### src/rtl/audio_fft_defs.svh
// --------------------------------------------------
// audio FFT front end, shared size parameters
// --------------------------------------------------
`ifndef AUDIO_FFT_DEFS_SVH
`define AUDIO_FFT_DEFS_SVH

// width of one signed audio sample
`define AFF_SAMPLE_W 24

// FIFO address width, depth is 2**AFF_FIFO_AW
`define AFF_FIFO_AW 10

// samples per FFT frame
`define AFF_FRAME_LEN 256

`endif

### src/rtl/audio_fft_pkg.sv
// --------------------------------------------------
// audio FFT front end, shared types
// --------------------------------------------------
`default_nettype none

`include "audio_fft_defs.svh"

package audio_fft_pkg;

    typedef logic [`AFF_SAMPLE_W-1:0] sample_t;        // one audio sample

    // pointers carry one extra wrap bit above the address
    typedef logic [`AFF_FIFO_AW:0] fifo_ptr_t;
    typedef logic [`AFF_FIFO_AW:0] fifo_count_t;       // 0 .. depth

    typedef logic [$clog2(`AFF_FRAME_LEN)-1:0] frame_idx_t;

    typedef enum logic [0:0] {
        FRAME_IDLE,                                     // waiting for a full frame
        FRAME_STREAM                                    // frame going out to the FFT
    } frame_state_t;

endpackage

`default_nettype wire

### src/rtl/fft_frame_ctrl.sv
// --------------------------------------------------
// frame controller, streams one buffered frame at a
// time to the FFT with start and end markers
// --------------------------------------------------
`timescale 1ns/1ns
`default_nettype none

`include "audio_fft_defs.svh"

module fft_frame_ctrl
    import audio_fft_pkg::*;
(
    input  logic        clk_50m,
    input  logic        rst_n,

    input  logic        empty,
    input  fifo_count_t rd_count,
    input  sample_t     rd_data,
    output logic        rd_en,

    output logic        fft_valid,
    output sample_t     fft_data,
    output logic        fft_sop,
    output logic        fft_eop,
    input  logic        fft_ready
);

localparam fifo_count_t FRAME_LEN = fifo_count_t'(`AFF_FRAME_LEN);
localparam frame_idx_t  LAST_IDX  = frame_idx_t'(`AFF_FRAME_LEN - 1);

frame_state_t state;
frame_state_t state_next;
frame_idx_t   idx;          // position of the head sample in the frame
logic         xfer;
logic         last;

// a whole frame is buffered before start, so empty only guards the head
assign fft_valid = (state == FRAME_STREAM) && !empty;
assign xfer      = fft_valid && fft_ready;
assign rd_en     = xfer;                        // pop only on a completed transfer
assign last      = (idx == LAST_IDX);

// head stays put until popped, so data and markers hold under back-pressure
assign fft_data = fft_valid ? rd_data : '0;
assign fft_sop  = fft_valid && (idx == '0);
assign fft_eop  = fft_valid && last;

always_comb
begin
    state_next = state;
    case (state)
        FRAME_IDLE:
        begin
            if (rd_count >= FRAME_LEN)
            begin
                state_next = FRAME_STREAM;
            end
        end
        FRAME_STREAM:
        begin
            if (xfer && last)
            begin
                state_next = FRAME_IDLE;      // at least one idle cycle follows
            end
        end
        default: state_next = FRAME_IDLE;
    endcase
end

always_ff @(posedge clk_50m or negedge rst_n)
begin
    if (!rst_n)
    begin
        state <= FRAME_IDLE;
        idx   <= '0;
    end
    else
    begin
        state <= state_next;
        if (state == FRAME_IDLE)
        begin
            idx <= '0;
        end
        else if (xfer)
        begin
            idx <= last ? '0 : idx + 1'b1;
        end
    end
end

endmodule

`default_nettype wire

### config.mk
export PLATFORM = sky130hd
export DESIGN_NAME = fft_frame_ctrl
export DESIGN_NICKNAME = d
export VERILOG_FILES = /design/src/rtl/audio_fft_pkg.sv /design/src/rtl/fft_frame_ctrl.sv
export VERILOG_INCLUDE_DIRS = /design/src /design/src/rtl
export SDC_FILE = /design/constraint.sdc
export NUM_CORES = 1
export LEC_CHECK = 0
export BUFFER_PORTS_ARGS = -buffer_cell sky130_fd_sc_hd__buf_2
export CORE_MARGIN = 2
export CORE_UTILIZATION = 30
export DETAILED_ROUTE_END_ITERATION = 6
export GPL_TIMING_DRIVEN = 0
export PLACE_DENSITY_LB_ADDON = 0.12
export SLEW_MARGIN = 5
export SYNTH_ARGS = -nofsm -noshare
export SYNTH_HDL_FRONTEND = slang
export SYNTH_SLANG_ARGS = --single-unit
### constraint.sdc
create_clock -name clk_50m -period 4.5 [get_ports clk_50m]
set_input_delay 0.225 -clock clk_50m [delete_from_list [all_inputs] [get_ports clk_50m]]
set_output_delay 0.225 -clock clk_50m [all_outputs]
set_load 0.03 [all_outputs]
==> flow_summary.ini, run 1 <==
[outcome]
status = finished, final reports clean

[layout]
stdcell_area_sq_um = 1080
fill_cells = 233
num_antenna_cells = 0
areaGrowthSynthToFinish_pct = 50.3
mostFrequentLayoutCells = buf_2 (60), and2_1 (28), dfrtp_1 (9)
fin_util = 0.484
final_nets = 189
drive_gt1_frac = 0.476
final_common_cell = buf_2
layout.cells.non_filler = 175

[clock_tree]
ctsResizeCount = 0
cts_max_path_buffers = 2
post_cts_buffers = 0
cts_buffers = 3
clk_latency_ns = 0.26
cts_tree = done
clkSinkCount = 9
clk_pin_slew_worst_paths_ns = 0.06
htreeDepth = 1
cts_hold_buf = 1
clock-root-buffer = clkbuf_4

[setup_path]
path_class = reg -> out
crit_fanout = 5
cp-start-kind = flop
cp.required_ns = 4.28
worstRegToRegCells = 5
cp.arrival_ns = 1.62
cp-end-kind = output pin

[routing]
via_count = 783
detail-route-antenna-nets = 0
wl_mm = 1.84
drt_iter0_markers = 8
routedWlPerCell_microns = 10.5
first_pass_iters = 4
viasPerCell = 4.47
route.detailed.drc = 0

[timing]
hold_viol_final = 0
period_needed_ns = 1.85
hold_ws_ns = 0.215
min_period_over_period = 0.411
slew_headroom = 0.749
skew_ns = 0.00647
worst_slew_pin_slew_ns = 0.376
setup-violations-final = 0
layout_setup_ws_ns = 2.65
fmax_ghz = 0.541
slew_viol_final = 0
rsz0062_at_grt = false
fin_setup_tns_ns = 0

[die]
ios = 67
start_util = 0.322
die_h_microns = 53.0
core_area_sq_um = 2230
die-width_microns = 53.0
placementRows = 17
die-area_sq_um = 2810

[global_routing]
antenna_found_initial = 0
grtUsageTotal = 0.137
grt_pass1_wl_mm = 2.77
grt_max_degree = 11
grt_overflow = 0
first_global_vias = 617

[place]
pre_cts_slack_ns = 2.93
dp_cells = 170
place_area_sq_um = 1040
dp_hpwl_mm = 1.49
portBuffers = 58
place_congestion = 0.835

[logic_synthesis]
syn_area_sq_um = 719
ys_ff_latch = 9
yosysUniqueCellTypes = 28
yosysSeqAreaShare = 0.313
ys_warn_count = 0
syn_inst = 84
synth-main-ff-cell = dfrtp_1
synth.avg_cell_area_sq_um = 8.56
syn_nets = 125
synth_edf_count = 0
async_reset_ff_frac = 1.00

[flow_run]
drv_cap = 0

[pwr]
peakVddDrop_mv = 0.205
p_leak_nw = 0.577
power_mw = 0.291
p_per_area_nw_per_um2 = 269

[worst_hold_path]
worst_hold_path_type = in -> reg
hold_depth = 3
[registers in the layout, summed over array words and instances, names as in the netlist]
register and count:
state 1, idx 8
[worst paths after layout]
path	startpoint	to	slack, ns
worst max-delay path	idx[0]	fft_eop	2.65
worst min register to register	idx[1]	idx[1]	0.59
worst max register to register	idx[0]	idx[7]	3.03
worst min-delay path	rd_count[10]	state	0.22
max in group asynchronous	rst_n	idx[2]	3.98
min in group asynchronous	rst_n	idx[6]	0.34
[critical path, stage by stage (launching register included)]
cell     delay (ns)
dfrtp_1        0.41
ha_1           0.19
and3_2         0.21
nand3_1        0.14
nor3b_1        0.20
buf_2          0.22
[cell type report]
cell class	count	area [sq um]	share of cell area
plain buffers	3	13.8	0.0127
clock buffers	4	26.3	0.0243
inverters	2	7.51	0.00694
multi-input cells	70	473	0.437
flip-flops and latches	9	225	0.208
well taps	28	35.0	0.0324
repair buffers	59	300	0.278
[layer usage]
metal | part of all wire | vias up | global-route usage
met2 | 0.46 | 39 | 0.240
met4 | 0.0071 | 0 | 0.0641
met1 | 0.42 | 332 | 0.153
li1 | - | 410 | -
met3 | 0.11 | 2 | 0.0367
met5 | 0 | - | 0
[cells in the mapped netlist (2+ instances only)]
master / number / area share
inv_1: 2 / 0.010
nor2_1: 2 / 0.010
ha_1: 2 / 0.035
nand2_1: 7 / 0.037
xnor2_1: 3 / 0.037
a21boi_1: 2 / 0.021
nor4_1: 2 / 0.017
nand4_1: 3 / 0.026
a21oi_1: 2 / 0.014
buf_2: 2 / 0.014
and2_1: 28 / 0.24
nand4b_1: 2 / 0.024
dfrtp_1: 9 / 0.31
nand3_1: 4 / 0.028
[kinds of logic after synthesis]
logic type | count (synthesis) | share of synthesized area
xor gates and xnor gates | 3 | 0.0365
AOI/OAI and AO/OA | 6 | 0.0643
and+or+nand+nor | 58 | 0.508
buffers and inverters | 5 | 0.0296
DFF | 9 | 0.313
muxes | 1 | 0.0139
adders and majority gates | 2 | 0.0348
[power by group]
group | internal [mW] | leakage, nW | switching (mW)
sequential | 0.0959 | 0.103 | 0.0198
clock | 0.0342 | 0.0150 | 0.0291
combinational | 0.0512 | 0.459 | 0.0609
total | 0.181 | 0.577 | 0.110
No activity file was read; power rests on OpenSTA's default activity.
==> inputs of run 2 (changes only) <==
==> constraint.sdc (replaced) <==
create_clock -name clk_50m -period 1.6 [get_ports clk_50m]
set_input_delay 0.08 -clock clk_50m [delete_from_list [all_inputs] [get_ports clk_50m]]
set_output_delay 0.08 -clock clk_50m [all_outputs]
set_load 0.03 [all_outputs]
==> run 2 against run 1 <==
Net effect:
- clock power grew to 2.9 times the previous value
- sequential power rose to 2.7 times the previous value
- sequential share of layout area fell by 1.4 points
- largest cell class unchanged
- highest routed layer unchanged
==> flow_summary.ini, run 2 (synthesis gave the netlist of run 1 again) <==
[setup_path]
path_class = reg -> out
cp.arrival_ns = 1.50
r2r_slack_ns = 0.24
cp.required_ns = 1.52
slowest_stage = dfrtp_1
timing.rr.end = idx[7]
cp-end-kind = output pin
crit_fanout = 4
max_stage_delay_ns = 0.38
r2r_start = idx[0]
worstRegToRegCells = 5
cp-start-kind = flop
crit_top_cell = buf_4
cp_cell_sequence = buf_4 > inv_2 > ha_2 > nand4b_1 > nor4_2 > buf_4

[timing]
min_period_over_period = 0.989
slew_viol_final = 0
hold_viol_final = 0
fmax_ghz = 0.632
rsz0062_at_grt = true
period_needed_ns = 1.58
fin_setup_tns_ns = 0
layout_setup_ws_ns = 0.0180
worst_slew_pin_slew_ns = 0.350
slew_headroom = 0.766
setup-violations-final = 0
skew_ns = 0.000310

[clock_tree]
clkSinkCount = 9
clk_pin_slew_worst_paths_ns = 0.06
clock-root-buffer = clkbuf_4
cts_max_path_buffers = 2
cts_buffers = 3
clk_latency_ns = 0.27
cts_tree = done
htreeDepth = 1

[place]
portBuffers = 58
pre_cts_slack_ns = 0.143
dp_hpwl_mm = 1.55
place_congestion = 0.817
dp_cells = 170

[layout]
top_register = idx
drive_gt1_frac = 0.549
final_nets = 195
top_regs = idx x8, state x1
layout.cells.non_filler = 181
mostFrequentLayoutCells = buf_2 (58), and2_1 (28), dfrtp_1 (8), buf_4 (8), nand2_1 (7)
num_antenna_cells = 0
final_common_cell = buf_2
areaGrowthSynthToFinish_pct = 62.1
largest_reg_flops = 8

[global_routing]
grt_max_degree = 11
first_global_vias = 652
antenna_found_initial = 0
grtUsageTotal = 0.142
grt_overflow = 0
grt_pass1_wl_mm = 2.90

[pwr]
p_sw_frac = 0.377
peakVddDrop_mv = 0.491
pwr-share-seq = 0.365
p_clk_frac = 0.211
p_int_mw = 0.537
switchingPower_mw = 0.325
pwr-share-comb = 0.425
p_per_area_nw_per_um2 = 740
p_leak_nw = 0.601

[die]
die-width_microns = 53.0
placementRows = 17
ios = 67
die_h_microns = 53.0
core_area_sq_um = 2230
start_util = 0.322
die-area_sq_um = 2810

[routing]
viasPerCell = 4.56
detail-route-antenna-nets = 0
wl_mm = 2.01
routedWlPerCell_microns = 11.1
via_count = 826
first_pass_iters = 4
drt_iter0_markers = 14
route.detailed.drc = 0

[worst_hold_path]
holdPathEnd = state
hold_start = rd_count[10]
hold_depth = 3
worst_hold_path_type = in -> reg

[outcome]
status = finished, final reports clean

[flow_run]
drv_cap = 0
run 2: changes by cell type in the layout (fill, tap and decap cells not counted), moves of 2 or more:
cell / previous run / this run
buf_4: 0 / 8
buf_2: 60 / 58
ha_1: 2 / 0
ha_2: 0 / 2
run 2: final cells by class:
type | instances | area [sq um]
inverters | 2 | 7.51
fillers | 225 | 1070
clock buffers | 4 | 26.3
repair buffers | 65 | 350
well taps | 28 | 35.0
flip-flops and latches | 9 | 226
plain buffers | 3 | 13.8
multi-input cells | 70 | 507
run 2: what timing repair did:
item,4_1_cts,5_1_grt
setup endpoints to repair,21,21
pin swaps,0,0
gates resized for setup,3,8
hold buffers,1,0
buffers inserted,2,4
endpoints found under the hold margin,9,0
run 2: worst max-delay path by stage:
stage / start / endpoint / cells past startpoint / slack, ns
5_1_grt: idx[0] / fft_sop / 6 / -0.08
3_3_place_gp: idx[0] / idx[7] / 5 / 0.14
4_1_cts: idx[0] / fft_sop / 6 / 0.01
2_1_floorplan: idx[0] / fft_eop / 4 / 0.20
3_5_place_dp: idx[0] / idx[7] / 5 / 0.14
6_report: idx[0] / fft_sop / 6 / 0.02
run 2: power groups by stage:
| stage | sequential (mW) | clock, mW | combinational (mW) |
|---|---|---|---|
| after floorplan | 0.317 | 0 | 0.225 |
| after detailed placement | 0.327 | 0 | 0.318 |
| after CTS | 0.312 | 0.189 | 0.358 |
| after global placement | 0.326 | 0 | 0.316 |
| final | 0.315 | 0.182 | 0.366 |
| after global routing | 0.321 | 0.198 | 0.408 |
run 2: critical path: cells and delay by family, from the launching register on:
| kind | cells | cell delay (ns) |
|---|---|---|
| AND/OR/NAND/NOR | 2 | 0.28 |
| buffers and inverters | 3 | 0.41 |
| flip-flops | 1 | 0.38 |
| adder cells (fa/ha/maj) | 1 | 0.16 |
run 2: metal layers:
metal	part of all wire	vias to the layer above	track usage	routed length, microns
li1	-	422	-	-
met1	0.42	355	0.173	837
met2	0.43	44	0.219	861
met3	0.13	5	0.0452	269
met4	0.019	0	0.0769	38
met5	0	-	0	0
run 2: per-stage QoR:
stage | total power [mW] | instance area [sq um] | utilization | hold slack, ns
floorplan | 0.542 | 731 | - | -0.216
global placement | 0.642 | 1060 | 0.473 | -0.0507
detailed placement | 0.645 | 1060 | 0.473 | -0.0543
CTS | 0.859 | 1120 | 0.500 | 0.0558
global route | 0.927 | 1170 | 0.522 | 0.0830
finish | 0.863 | 1170 | 0.522 | 0.0572
